### config.mk
export PLATFORM = sky130hd
export DESIGN_NAME = cart_loader
export DESIGN_NICKNAME = d
export VERILOG_FILES = /design/src/verilog/cart_pkg.sv /design/src/verilog/rom_write_pacer.sv /design/src/verilog/header_region_scan.sv /design/src/verilog/cart_id_quirks.sv /design/src/verilog/region_select.sv /design/src/verilog/backup_sequencer.sv /design/src/verilog/cart_loader.sv
export VERILOG_INCLUDE_DIRS = /design/src /design/src/verilog
export SDC_FILE = /design/constraint.sdc
export NUM_CORES = 1
export LEC_CHECK = 0
export ABC_AREA = 1
export BUFFER_PORTS_ARGS = -buffer_cell sky130_fd_sc_hd__clkbuf_2
export CAP_MARGIN = 20
export CORE_UTILIZATION = 59
export CTS_CLUSTER_DIAMETER = 200
export CTS_CLUSTER_SIZE = 8
export DETAILED_ROUTE_END_ITERATION = 8
export GPL_TIMING_DRIVEN = 1
export MAX_ROUTING_LAYER = met4
export PLACE_DENSITY = 0.85
export SYNTH_ARGS = -nofsm -noshare
export SYNTH_HDL_FRONTEND = slang
export SYNTH_SLANG_ARGS = --single-unit
### constraint.sdc
create_clock -name clk_sys -period 5.3 [get_ports clk_sys]
set_clock_uncertainty 0.15 [all_clocks]
set_input_delay 0.795 -clock clk_sys [delete_from_list [all_inputs] [get_ports clk_sys]]
set_output_delay 0.795 -clock clk_sys [all_outputs]
set_load 0.005 [all_outputs]
### src/verilog/cart_cfg.svh
// Cartridge loader configuration
`ifndef CART_CFG_SVH
`define CART_CFG_SVH

// Download bus widths
`define CART_ADDR_W 25
`define CART_DATA_W 16

// Header byte addresses
`define CART_HDR_REGION_A 'h1F0
`define CART_HDR_REGION_B 'h1F2
`define CART_HDR_END      'h200
`define CART_ID_FIRST     'h182  // Serial starts at high byte
`define CART_ID_DECIDE    'h18C  // Serial complete, run the lookup

// Region letters in the header
`define CART_CHAR_J "J"
`define CART_CHAR_U "U"
`define CART_CHAR_E "E"

`define CART_BK_SECTORS        128
`define CART_GUN_DELAY_DEFAULT 8'd44

// Serial numbers, space padded to eight characters
`define CART_SN_SRAM_A   "T-081276"
`define CART_SN_SRAM_B   "T-81406 "
`define CART_SN_EEPROM_A "MK-1215 "
`define CART_SN_EEPROM_B "G-4060  "
`define CART_SN_NORAM    "T-113016"
`define CART_SN_FIFO     "T-89016 "
`define CART_SN_PIER     "T-574023"
`define CART_SN_SVP_A    "MK-1229 "
`define CART_SN_SVP_B    "G-7001  "
`define CART_SN_FMBUSY   "T-35036 "
`define CART_SN_SCHAN    "T-68???-"
`define CART_SN_GUN_BODY "MK-1533 "
`define CART_SN_GUN_LE1  "T-95096-"
`define CART_SN_GUN_LE2  "T-95136-"
`define CART_SN_GUN_MEN  "MK-1658 "
`define CART_SN_GUN_T2   "T-081156"

`endif

### src/verilog/cart_pkg.sv
// Cartridge loader types
package cart_pkg;

	// Console region, same coding as the region menu
	typedef enum logic [1:0] {
		REGION_JP = 2'd0,
		REGION_US = 2'd1,
		REGION_EU = 2'd2
	} region_t;

	// Preferred order when the header lists several regions
	typedef enum logic [1:0] {
		PRIO_US_EU_JP = 2'd0,
		PRIO_EU_US_JP = 2'd1,
		PRIO_US_JP_EU = 2'd2,
		PRIO_JP_US_EU = 2'd3
	} region_prio_t;

	// Source of the automatic region, 3 acts as disabled too
	typedef enum logic [1:0] {
		MODE_FILE_EXT = 2'd0,
		MODE_HEADER   = 2'd1,
		MODE_DISABLED = 2'd2
	} region_mode_t;

	typedef struct packed {
		logic j;
		logic u;
		logic e;
	} region_flags_t;

	typedef struct packed {
		logic       sram;
		logic       eeprom;
		logic       noram;
		logic       fifo;
		logic       pier;
		logic       svp;
		logic       fmbusy;
		logic       schan;
		logic       gun_type;          // 0 menacer style, 1 justifier style
		logic [7:0] gun_sensor_delay;
	} cart_quirks_t;

endpackage

### src/verilog/rom_write_pacer.sv
// ROM download write pacer
`timescale 1ns/1ns
`include "cart_cfg.svh"

module rom_write_pacer (
	input  logic                    clk_sys,
	input  logic                    RESET,
	input  logic                    ioctl_download,
	input  logic                    ioctl_wr,
	input  logic [`CART_ADDR_W-1:0] ioctl_addr,
	input  logic [`CART_DATA_W-1:0] ioctl_data,
	input  logic                    rom_ack,
	output logic                    rom_req,
	output logic [`CART_ADDR_W-2:0] rom_addr,
	output logic [`CART_DATA_W-1:0] rom_wdata,
	output logic                    ioctl_wait,
	output logic [`CART_ADDR_W-1:0] rom_size
);

	logic dl_d;
	logic rom_wr;

	assign rom_wr = ioctl_download & ioctl_wr;

	always_ff @(posedge clk_sys) begin
		if (RESET) begin
			dl_d       <= 1'b0;
			rom_req    <= 1'b0;
			ioctl_wait <= 1'b0;
		end else begin
			dl_d <= ioctl_download;
			if (rom_wr) begin
				ioctl_wait <= 1'b1;
				rom_req    <= ~rom_req;          // One toggle per word
			end else if (ioctl_wait && (rom_ack == rom_req)) begin
				ioctl_wait <= 1'b0;
			end
		end
	end

	// Word address and byte-swapped data for the memory
	always_ff @(posedge clk_sys) begin
		if (rom_wr) begin
			rom_addr  <= ioctl_addr[`CART_ADDR_W-1:1];
			rom_wdata <= {ioctl_data[`CART_DATA_W/2-1:0], ioctl_data[`CART_DATA_W-1:`CART_DATA_W/2]};
		end
		if (dl_d && !ioctl_download) rom_size <= ioctl_addr;  // Last address of the image
	end

	// Source must hold off while a word is in flight
	wr_during_wait: assert property (@(posedge clk_sys) disable iff (RESET)
		ioctl_wait |-> !ioctl_wr);

endmodule

### src/verilog/header_region_scan.sv
// Header region scanner
`timescale 1ns/1ns
`include "cart_cfg.svh"

module header_region_scan (
	input  logic                    clk_sys,
	input  logic                    RESET,
	input  logic                    ioctl_download,
	input  logic                    ioctl_wr,
	input  logic [`CART_ADDR_W-1:0] ioctl_addr,
	input  logic [`CART_DATA_W-1:0] ioctl_data,
	output cart_pkg::region_flags_t hdr_flags,
	output logic                    hdr_ready
);

	logic                    dl_d;
	logic [7:0]              lo_byte;
	logic [7:0]              hi_byte;
	logic [3:0]              hex_val;
	cart_pkg::region_flags_t next_flags;

	// J, U or E as a single flag
	function automatic cart_pkg::region_flags_t letter_flags(input logic [7:0] ch);
		cart_pkg::region_flags_t f;
		f = '0;
		if (ch == `CART_CHAR_J) f.j = 1'b1;
		else if (ch == `CART_CHAR_U) f.u = 1'b1;
		else if (ch == `CART_CHAR_E) f.e = 1'b1;
		return f;
	endfunction

	assign lo_byte = ioctl_data[7:0];
	assign hi_byte = ioctl_data[15:8];
	assign hex_val = ioctl_data[3:0] - 4'd7;  // 'A'..'F' to 10..15

	always_comb begin
		next_flags = hdr_flags;
		if (ioctl_addr == `CART_HDR_REGION_A) begin
			if (letter_flags(lo_byte) != '0)
				next_flags = cart_pkg::region_flags_t'(hdr_flags | letter_flags(lo_byte));
			else if (lo_byte >= "0" && lo_byte <= "9")
				next_flags = '{j: ioctl_data[0], u: ioctl_data[2], e: ioctl_data[3]};
			else if (lo_byte >= "A" && lo_byte <= "F")
				next_flags = '{j: hex_val[0], u: hex_val[2], e: hex_val[3]};
			// High byte may carry a second letter
			next_flags = cart_pkg::region_flags_t'(next_flags | letter_flags(hi_byte));
		end else if (ioctl_addr == `CART_HDR_REGION_B) begin
			next_flags = cart_pkg::region_flags_t'(hdr_flags | letter_flags(lo_byte));
		end
	end

	always_ff @(posedge clk_sys) begin
		if (RESET) begin
			dl_d      <= 1'b0;
			hdr_flags <= '0;
			hdr_ready <= 1'b0;
		end else begin
			dl_d <= ioctl_download;
			if (!dl_d && ioctl_download) hdr_flags <= '0;  // New image
			if (dl_d && !ioctl_download) hdr_ready <= 1'b0;
			if (ioctl_download && ioctl_wr) begin
				hdr_flags <= next_flags;
				if (ioctl_addr == `CART_HDR_END) hdr_ready <= 1'b1;
			end
		end
	end

endmodule

### src/verilog/cart_id_quirks.sv
// Serial number quirk decoder
`timescale 1ns/1ns
`include "cart_cfg.svh"

module cart_id_quirks (
	input  logic                    clk_sys,
	input  logic                    RESET,
	input  logic                    ioctl_download,
	input  logic                    ioctl_wr,
	input  logic [`CART_ADDR_W-1:0] ioctl_addr,
	input  logic [`CART_DATA_W-1:0] ioctl_data,
	output cart_pkg::cart_quirks_t  quirks
);

	logic                   dl_d;
	logic                   id_wr;
	logic [63:0]            cart_id;  // Eight ASCII characters
	cart_pkg::cart_quirks_t hit;

	assign id_wr = ioctl_download & ioctl_wr;

	// Serial assembly, low byte of each word comes first
	always_ff @(posedge clk_sys) begin
		if (id_wr) begin
			if (ioctl_addr == `CART_ID_FIRST)     cart_id[63:56] <= ioctl_data[15:8];
			if (ioctl_addr == `CART_ID_FIRST + 2) cart_id[55:40] <= {ioctl_data[7:0], ioctl_data[15:8]};
			if (ioctl_addr == `CART_ID_FIRST + 4) cart_id[39:24] <= {ioctl_data[7:0], ioctl_data[15:8]};
			if (ioctl_addr == `CART_ID_FIRST + 6) cart_id[23:8]  <= {ioctl_data[7:0], ioctl_data[15:8]};
			if (ioctl_addr == `CART_ID_FIRST + 8) cart_id[7:0]   <= ioctl_data[7:0];
		end
	end

	////////////////////////////////////////
	// Lookup tables
	always_comb begin
		hit = '0;
		hit.gun_sensor_delay = `CART_GUN_DELAY_DEFAULT;

		if (cart_id == `CART_SN_SRAM_A || cart_id == `CART_SN_SRAM_B) hit.sram = 1'b1;
		else if (cart_id == `CART_SN_EEPROM_A || cart_id == `CART_SN_EEPROM_B) hit.eeprom = 1'b1;
		else if (cart_id == `CART_SN_NORAM) hit.noram = 1'b1;   // Fake RAM check
		else if (cart_id == `CART_SN_FIFO) hit.fifo = 1'b1;
		else if (cart_id == `CART_SN_PIER) hit.pier = 1'b1;
		else if (cart_id == `CART_SN_SVP_A || cart_id == `CART_SN_SVP_B) hit.svp = 1'b1;
		else if (cart_id == `CART_SN_FMBUSY) hit.fmbusy = 1'b1;
		else if (cart_id == `CART_SN_SCHAN) hit.schan = 1'b1;   // Question marks are literal

		// Light gun type and sensor offset
		if (cart_id == `CART_SN_GUN_BODY) begin
			hit.gun_sensor_delay = 8'd100;
		end else if (cart_id == `CART_SN_GUN_LE1) begin
			hit.gun_type         = 1'b1;
			hit.gun_sensor_delay = 8'd52;
		end else if (cart_id == `CART_SN_GUN_LE2) begin
			hit.gun_type         = 1'b1;
			hit.gun_sensor_delay = 8'd30;
		end else if (cart_id == `CART_SN_GUN_MEN) begin
			hit.gun_sensor_delay = 8'd120;
		end else if (cart_id == `CART_SN_GUN_T2) begin
			hit.gun_sensor_delay = 8'd126;
		end
	end

	always_ff @(posedge clk_sys) begin
		if (RESET) begin
			dl_d   <= 1'b0;
			quirks <= '0;
			quirks.gun_sensor_delay <= `CART_GUN_DELAY_DEFAULT;
		end else begin
			dl_d <= ioctl_download;
			if (!dl_d && ioctl_download) begin  // Flags only, gun timing stays
				quirks.sram   <= 1'b0;
				quirks.eeprom <= 1'b0;
				quirks.noram  <= 1'b0;
				quirks.fifo   <= 1'b0;
				quirks.pier   <= 1'b0;
				quirks.svp    <= 1'b0;
				quirks.fmbusy <= 1'b0;
				quirks.schan  <= 1'b0;
			end
			if (id_wr && ioctl_addr == `CART_ID_DECIDE) begin
				quirks.sram   <= quirks.sram | hit.sram;
				quirks.eeprom <= quirks.eeprom | hit.eeprom;
				quirks.noram  <= quirks.noram | hit.noram;
				quirks.fifo   <= quirks.fifo | hit.fifo;
				quirks.pier   <= quirks.pier | hit.pier;
				quirks.svp    <= quirks.svp | hit.svp;
				quirks.fmbusy <= quirks.fmbusy | hit.fmbusy;
				quirks.schan  <= quirks.schan | hit.schan;
				quirks.gun_type         <= hit.gun_type;
				quirks.gun_sensor_delay <= hit.gun_sensor_delay;
			end
		end
	end

	// One title, one quirk, across the whole download
	single_quirk: assert property (@(posedge clk_sys) disable iff (RESET)
		$onehot0({quirks.sram, quirks.eeprom, quirks.noram, quirks.fifo,
			quirks.pier, quirks.svp, quirks.fmbusy, quirks.schan}));

endmodule

### src/verilog/region_select.sv
// Automatic region selection
`timescale 1ns/1ns

module region_select (
	input  logic                    clk_sys,
	input  logic                    RESET,
	input  logic [7:0]              ioctl_index,
	input  cart_pkg::region_mode_t  region_mode,
	input  cart_pkg::region_prio_t  region_prio,
	input  cart_pkg::region_flags_t hdr_flags,
	input  logic                    hdr_ready,
	output cart_pkg::region_t       region_req,
	output logic                    region_set
);

	logic              rdy_q1;
	logic              rdy_q2;
	cart_pkg::region_t first;
	cart_pkg::region_t second;
	cart_pkg::region_t third;
	cart_pkg::region_t hdr_pick;

	function automatic logic has_flag(input cart_pkg::region_flags_t f,
		input cart_pkg::region_t r);
		case (r)
			cart_pkg::REGION_JP: return f.j;
			cart_pkg::REGION_US: return f.u;
			default:             return f.e;
		endcase
	endfunction

	// Priority order as three slots
	always_comb begin
		case (region_prio)
			cart_pkg::PRIO_US_EU_JP: {first, second, third} = {cart_pkg::REGION_US, cart_pkg::REGION_EU, cart_pkg::REGION_JP};
			cart_pkg::PRIO_EU_US_JP: {first, second, third} = {cart_pkg::REGION_EU, cart_pkg::REGION_US, cart_pkg::REGION_JP};
			cart_pkg::PRIO_US_JP_EU: {first, second, third} = {cart_pkg::REGION_US, cart_pkg::REGION_JP, cart_pkg::REGION_EU};
			default:                 {first, second, third} = {cart_pkg::REGION_JP, cart_pkg::REGION_US, cart_pkg::REGION_EU};
		endcase
	end

	assign hdr_pick = has_flag(hdr_flags, first)  ? first  :
	                  has_flag(hdr_flags, second) ? second :
	                  has_flag(hdr_flags, third)  ? third  : first;  // Nothing found

	always_ff @(posedge clk_sys) begin
		if (RESET) begin
			rdy_q1     <= 1'b0;
			rdy_q2     <= 1'b0;
			region_req <= cart_pkg::REGION_JP;
			region_set <= 1'b0;
		end else begin
			rdy_q1 <= hdr_ready;
			rdy_q2 <= rdy_q1;
			if (rdy_q1 && !rdy_q2) begin
				case (region_mode)
					cart_pkg::MODE_HEADER: begin
						region_req <= hdr_pick;
						region_set <= 1'b1;
					end
					cart_pkg::MODE_FILE_EXT: begin  // Extension coded in the index
						region_req <= cart_pkg::region_t'(ioctl_index[7:6]);
						region_set <= |ioctl_index;
					end
					default: ;
				endcase
			end
			if (!rdy_q1 && rdy_q2) region_set <= 1'b0;
		end
	end

endmodule

### src/verilog/backup_sequencer.sv
// Backup RAM load/save sequencer
`timescale 1ns/1ns
`include "cart_cfg.svh"

module backup_sequencer (
	input  logic        clk_sys,
	input  logic        RESET,
	input  logic        ioctl_download,
	input  logic        img_mounted,
	input  logic        img_readonly,
	input  logic        img_size_nonzero,
	input  logic        no_backup,
	input  logic        bk_load,
	input  logic        bk_save,
	input  logic        sd_ack,
	output logic [31:0] sd_lba,
	output logic        sd_rd,
	output logic        sd_wr,
	output logic        bk_loading,
	output logic        bk_busy
);

	logic dl_d, load_d, save_d, ack_d;
	logic bk_ena;
	logic auto_load;
	logic start_any;
	logic start_loading;
	logic ack_fall;
	logic last_sector;

	assign auto_load     = dl_d & ~ioctl_download & img_size_nonzero;
	assign start_any     = !bk_busy && bk_ena &&
	                       ((!load_d && bk_load) || (!save_d && bk_save) || auto_load);
	assign start_loading = auto_load | bk_load;
	assign ack_fall      = ack_d & ~sd_ack;
	assign last_sector   = sd_lba == `CART_BK_SECTORS - 1;

	////////////////////////////////////////
	// Control
	always_ff @(posedge clk_sys) begin
		if (RESET) begin
			{dl_d, load_d, save_d, ack_d} <= '0;
			bk_ena     <= 1'b0;
			bk_busy    <= 1'b0;
			bk_loading <= 1'b0;
			sd_rd      <= 1'b0;
			sd_wr      <= 1'b0;
		end else begin
			{dl_d, load_d, save_d, ack_d} <= {ioctl_download, bk_load, bk_save, sd_ack};
			if (!dl_d && ioctl_download) bk_ena <= 1'b0;
			if (ioctl_download) begin  // Image is mounted by the end of the download
				if (img_mounted && !img_readonly && !no_backup) bk_ena <= 1'b1;
				else if (no_backup) bk_ena <= 1'b0;
			end

			if (!ack_d && sd_ack) {sd_rd, sd_wr} <= 2'b00;  // Request taken

			if (start_any) begin
				bk_busy    <= 1'b1;
				bk_loading <= start_loading;
				sd_rd      <= start_loading;
				sd_wr      <= ~start_loading;
			end else if (bk_busy && ack_fall) begin
				if (last_sector) begin
					bk_busy    <= 1'b0;
					bk_loading <= 1'b0;
				end else begin
					sd_rd <= bk_loading;
					sd_wr <= ~bk_loading;
				end
			end
		end
	end

	always_ff @(posedge clk_sys) begin
		if (start_any) sd_lba <= '0;
		else if (bk_busy && ack_fall && !last_sector) sd_lba <= sd_lba + 32'd1;
	end

	rd_wr_exclusive: assert property (@(posedge clk_sys) disable iff (RESET)
		!(sd_rd && sd_wr));

endmodule

### src/verilog/cart_loader.sv
// Cartridge loader top level
`timescale 1ns/1ns
`include "cart_cfg.svh"

module cart_loader (
	input  logic                    clk_sys,
	input  logic                    RESET,

	// Download port
	input  logic                    ioctl_download,
	input  logic                    ioctl_wr,
	input  logic [`CART_ADDR_W-1:0] ioctl_addr,
	input  logic [`CART_DATA_W-1:0] ioctl_data,
	input  logic [7:0]              ioctl_index,
	output logic                    ioctl_wait,

	// ROM memory
	output logic                    rom_req,
	input  logic                    rom_ack,
	output logic [`CART_ADDR_W-2:0] rom_addr,
	output logic [`CART_DATA_W-1:0] rom_wdata,
	output logic [`CART_ADDR_W-1:0] rom_size,

	// Region
	input  cart_pkg::region_mode_t  region_mode,
	input  cart_pkg::region_prio_t  region_prio,
	output cart_pkg::region_t       region_req,
	output logic                    region_set,

	output cart_pkg::cart_quirks_t  quirks,

	// Backup RAM on SD
	input  logic                    img_mounted,
	input  logic                    img_readonly,
	input  logic                    img_size_nonzero,
	input  logic                    bk_load,
	input  logic                    bk_save,
	input  logic                    sd_ack,
	output logic [31:0]             sd_lba,
	output logic                    sd_rd,
	output logic                    sd_wr,
	output logic                    bk_loading,
	output logic                    bk_busy
);

	cart_pkg::region_flags_t hdr_flags;
	logic                    hdr_ready;

	rom_write_pacer pacer_i (
		.clk_sys, .RESET, .ioctl_download, .ioctl_wr, .ioctl_addr, .ioctl_data,
		.rom_ack, .rom_req, .rom_addr, .rom_wdata, .ioctl_wait, .rom_size
	);

	header_region_scan scan_i (
		.clk_sys, .RESET, .ioctl_download, .ioctl_wr, .ioctl_addr, .ioctl_data,
		.hdr_flags, .hdr_ready
	);

	cart_id_quirks id_i (
		.clk_sys, .RESET, .ioctl_download, .ioctl_wr, .ioctl_addr, .ioctl_data, .quirks
	);

	region_select region_i (
		.clk_sys, .RESET, .ioctl_index, .region_mode, .region_prio,
		.hdr_flags, .hdr_ready, .region_req, .region_set
	);

	backup_sequencer backup_i (
		.clk_sys, .RESET, .ioctl_download, .img_mounted, .img_readonly, .img_size_nonzero,
		.no_backup(quirks.svp),  // No backup RAM with the DSP cart
		.bk_load, .bk_save, .sd_ack, .sd_lba, .sd_rd, .sd_wr, .bk_loading, .bk_busy
	);

endmodule

* Word level (Yosys, flattened, before mapping)
Cells that the tools add are included.
Storage, ports and cells: register bits after elaboration 198, output and inout port bits 123
Operators by class: $add $sub $neg 2, order comparisons 4, equality and inequality tests 40, muxes and demuxes 86, bitwise gates (word level) 21, reduce and logical (&&, ||, !) cells 58
Operators by type and width (count):
- $eq A64 B63 Y1 const B | 16
- $eq A25 B9 Y1 const B | 8
- $eq A8 B7 Y1 const B | 6
- $mux W1 | 46
- $add A32 B1 Y32 const B | 1
- $eq A32 B7 Y1 const B | 1
- $mux W3 | 9
- $mux W2 | 13
- $eq A25 B10 Y1 const B | 1
- $mux W8 | 3
- $mux W7 | 3
- $logic_and A1 B1 Y1 | 18
- $mux W17 | 1
- $reduce_and A2 Y1 | 8
- $pmux W2 S2 | 3
- $reduce_bool A2 Y1 | 6
- $logic_not A1 Y1 | 11
- $eq A2 B1 Y1 const B | 5
- $logic_not A2 Y1 | 5
- $mux W9 | 1
- $or A1 B1 Y1 | 9
- $or A3 B3 Y3 | 3
- $ge A8 B6 Y1 const B | 1
- $ge A8 B7 Y1 const B | 1
- 16 further kinds | 32

* Longest topological paths before layout
depth after elaboration 14, depth in mapped cells 13, gate-level depth less buffers 13

* By module
From an unflattened synthesis, not the netlist that was laid out.
Second synthesis, totals: cell total of the unflattened synthesis 1237, area, all modules 10015.9 µm²
Modules (own cells, without submodules):
- cart_id_quirks | times used 1, cells an instance 544, area an instance 4314.1 µm²
- backup_sequencer | times used 1, cells an instance 418, area an instance 2499.9 µm²
- rom_write_pacer | times used 1, cells an instance 83, area an instance 2080.7 µm²
- header_region_scan | times used 1, cells an instance 138, area an instance 805.8 µm²
- region_select | times used 1, cells an instance 54, area an instance 315.3 µm²

* Worst setup path before layout
No wires, ideal clock.
path type input port to flip-flop, start input ioctl_download, end register id_i.cart_id[10] (enable), data arrival time 2.880 ns, required time 4.762 ns, path slack 1.881 ns, cell stages on the path 6, buffers on the path 0, cell sequence nand2_1 -> inv_1 -> nand2_1 -> inv_1 -> nand4_1 -> nor2_1
On the way: longest elaborated chain between the ends 2
RTL lines:
- start: declaration | RTL line cart_loader.sv:10 | input logic ioctl_download,
- $and A1 B1 Y1 | RTL line cart_id_quirks.sv:20 | assign id_wr = ioctl_download & ioctl_wr;
- via id_i.id_wr | RTL line cart_id_quirks.sv:16 | logic id_wr;
- $reduce_and A2 Y1 (no source line)
- end signal: assignment | RTL line cart_id_quirks.sv:28 | if (ioctl_addr == `CART_ID_FIRST + 6) cart_id[23:8] <= {ioctl_data[7:0], ioctl_data[15:8]};
- end: declaration | RTL line cart_id_quirks.sv:17 | logic [63:0] cart_id;
The timed path passes the listed nets, and every way through them passes these cells. A chain may end at the register's enable or synchronous reset.

* Worst setup path after layout
start input ioctl_download, end register id_i.cart_id[0] (enable)
The elaborated chain is that of the path after synthesis.

==> flow_summary.ini <==
[floorplan]
ioPinCount = 187
rows = 45
dieArea_um2 = 16000
die_width_um = 126
core_um2 = 15100
start_util = 0.603
die_h_um = 126

[critical_path]
rr_endpoint = backup_i.sd_wr
cp.required_ns = 5.23
crit_chain = clkbuf_2 -> nand2_1 -> inv_2 -> nand2_1 -> inv_1 -> nand4_1 -> nor2_1
end_kind = register
reg2reg_from = id_i.dl_d
path_common_cell = nand2_1
startpoint = ioctl_download
start_kind = input port
critPathBufInv = 3
slowest_delay_ns = 0.77
crit_type = in -> reg
r2r_cells = 10
path_depth = 7
crit_fanout = 45
timing.reg2reg.setup_slack_ns = 2.69
slowest_stage = inv_2
endpoint = id_i.cart_id[0]
arrival_ns = 2.89
critical_path.top_delay_family = simple AND/OR/NAND/NOR gates

[power_and_ir_drop]
p_per_area_nw_per_um2 = 293
power_frac_seq = 0.534
p_leak_nw = 4.34
p_sw_frac = 0.250
combPwrFrac = 0.056
ir_worst_vdd_mv = 0.238
switching_power_mw = 0.792
p_int_mw = 2.38
p_clk_frac = 0.410

[logic_synthesis]
synth-edff-count = 129
synthFlopType = edfxtp_1
ys_warn_count = 0
syn_avg_cell_area_um2 = 9.03
synth_area_um2 = 9140
ys_types = 46
ys_seq_area_frac = 0.571
synth_seq_cells = 196
synthArstFlopShare = 0
synthCells = 1012

[final_layout]
seq_area_um2 = 5220
nNetsFinal = 1268
finalCoreUtilization = 0.715
n_antenna_cell = 0
drive_above_1_share = 0.232
final_common_cell = nand2_1
area_delta_synth_final_pct = 18.5
stdcell_count = 1404
layout_common_cells = nand2_1, clkbuf_2, nor2_1
multi_input_area_um2 = 3360
fillers = 1109

[sta]
min_period_ns = 2.96
slew_headroom = 0.374
grt_setup_unrepaired = false
fin_setup_tns_ns = 0
max_slew.worst_pin.slew_ns = 0.937
maxSlewViolCount = 0
timing.fmax_ghz = 0.338
fin_crit_sh = 0.559
setup_viol = 0
finalHoldViolations = 0

[clocking]
cts_tree = built
holdBufCountCts = 0
clock_latency_ns = 0.44
clock-root-buffer = clkbuf_16
cts_buffers = 17
post_cts_buffers = 0
clk_pin_slew_ns = 0.08
clock_sinks = 196
clock_path_buffers = 2
cts_resized = 0
htreeDepth = 4

[placement]
io_buffer_count = 184
gp_congestion = 0.969
numPlacedInstances = 1370
hpwlAfterDp_um = 16600

[route]
wl_per_cell_um = 15.9
first_pass_iters = 5
vias = 7922
first_iter_violations = 634
vias_per_cell = 5.64
drc = 0
ant_nets = 0
finalWirelength_um = 22300

[grt]
grt_pass1_vias = 7256
antenna_found_initial = 0
grt_util_all_layers = 0.294
grt-ovfl-total = 0
grt_pass1_wl_um = 35200
grt_max_degree = 46

[flow_run]
maxCapViolations = 0

[worst_hold_path]
min-delay-path-class = reg -> reg

[outcome]
status = completed
==> worst min-delay path, cell delays in order, from the launching register on <==
cell and delay, ns:
dfxtp_1 0.30, inv_1 0.06, nor2_1 0.04
==> state kept, by name, summed over array words and instances, names as in the netlist, 2 cells and up <==
register             flops
id_i.cart_id            64
backup_i.sd_lba         32
pacer_i.rom_size        25
pacer_i.rom_addr        24
pacer_i.rom_wdata       16
id_i.quirks             15
scan_i.hdr_flags         3
region_i.region_req      2
==> metrics by stage <==
| step | power [mW] | hold slack, ns | setup WS (ns) | instance area [um2] |
|---|---|---|---|---|
| after floorplan | 1.80 | 0.261 | 1.88 | 9140 |
| after global placement | 1.90 | 0.269 | 1.83 | 10200 |
| after detailed placement | 1.90 | 0.272 | 1.71 | 10200 |
| after CTS | 3.18 | 0.283 | 2.11 | 10800 |
| after global routing | 3.26 | 0.304 | 2.12 | 10800 |
| final | 3.17 | 0.284 | 2.34 | 10800 |
==> worst min path at each step <==
| stage | cells past startpoint | end | startpoint |
|---|---|---|---|
| final | 2 | region_i.rdy_q1 | scan_i.hdr_ready |
| after global routing | 2 | region_i.rdy_q1 | scan_i.hdr_ready |
| after CTS | 2 | region_i.rdy_q1 | scan_i.hdr_ready |
| after detailed placement | 2 | region_i.rdy_q1 | scan_i.hdr_ready |
| after global placement | 2 | region_i.rdy_q1 | scan_i.hdr_ready |
| after floorplan | 2 | region_i.rdy_q1 | scan_i.hdr_ready |
==> per-layer routing <==
layer	vias up	routed length (um)	GRT usage	part of all wire
met2	433	10800	0.484	0.48
met4	0	669	0.116	0.030
li1	3800	-	-	-
met1	3623	8830	0.356	0.40
met5	-	0	-	0
met3	66	2070	0.0595	0.093
==> cell usage after synthesis (3+ instances only) <==
| cell | n | area, um2 |
|---|---|---|
| a21oi_2 | 22 | 193 |
| nand2_1 | 199 | 747 |
| inv_1 | 114 | 428 |
| nor2_1 | 148 | 556 |
| nand4_1 | 37 | 231 |
| a21oi_1 | 29 | 145 |
| nor3_1 | 51 | 255 |
| o21ai_0 | 15 | 75.1 |
| o21ai_1 | 4 | 20.0 |
| xnor2_1 | 4 | 35.0 |
| nand3b_1 | 3 | 22.5 |
| edfxtp_1 | 129 | 3870 |
| nand3_1 | 88 | 440 |
| nor3_4 | 3 | 48.8 |
| dfxtp_1 | 67 | 1340 |
| buf_4 | 3 | 22.5 |
| nor3b_1 | 3 | 22.5 |
| buf_2 | 9 | 45.0 |
| xor2_1 | 18 | 158 |
| nand2_2 | 24 | 150 |
| nor4_1 | 5 | 31.3 |
| clkbuf_1 | 5 | 18.8 |
==> cells by family after synthesis <==
group,Yosys count,share of synthesized area
buf+inv,135,0.0627
fa+ha+maj,1,0.00137
xor+xnor,22,0.0211
other cells,1,0.000410
flops,196,0.571
simple gates,573,0.284
compound gates,84,0.0597
==> power groups by stage <==
| stage | Clock, mW | Combinational [mW] | Sequential (mW) |
|---|---|---|---|
| 2_1_floorplan | 0 | 0.0717 | 1.73 |
| 3_3_place_gp | 0 | 0.170 | 1.73 |
| 3_5_place_dp | 0 | 0.176 | 1.73 |
| 4_1_cts | 1.31 | 0.177 | 1.69 |
| 5_1_grt | 1.37 | 0.194 | 1.70 |
| 6_report | 1.30 | 0.177 | 1.69 |
==> cell type report <==
type / instances / area share
Timing Repair Buffer: 191 / 0.0903
Clock inverter: 15 / 0.0171
Inverter: 115 / 0.0399
Tap cell: 188 / 0.0217
Multi-Input combinational cell: 682 / 0.310
Clock buffer: 17 / 0.0393
Sequential cell: 196 / 0.482
(Power assumes the default switching activity.)
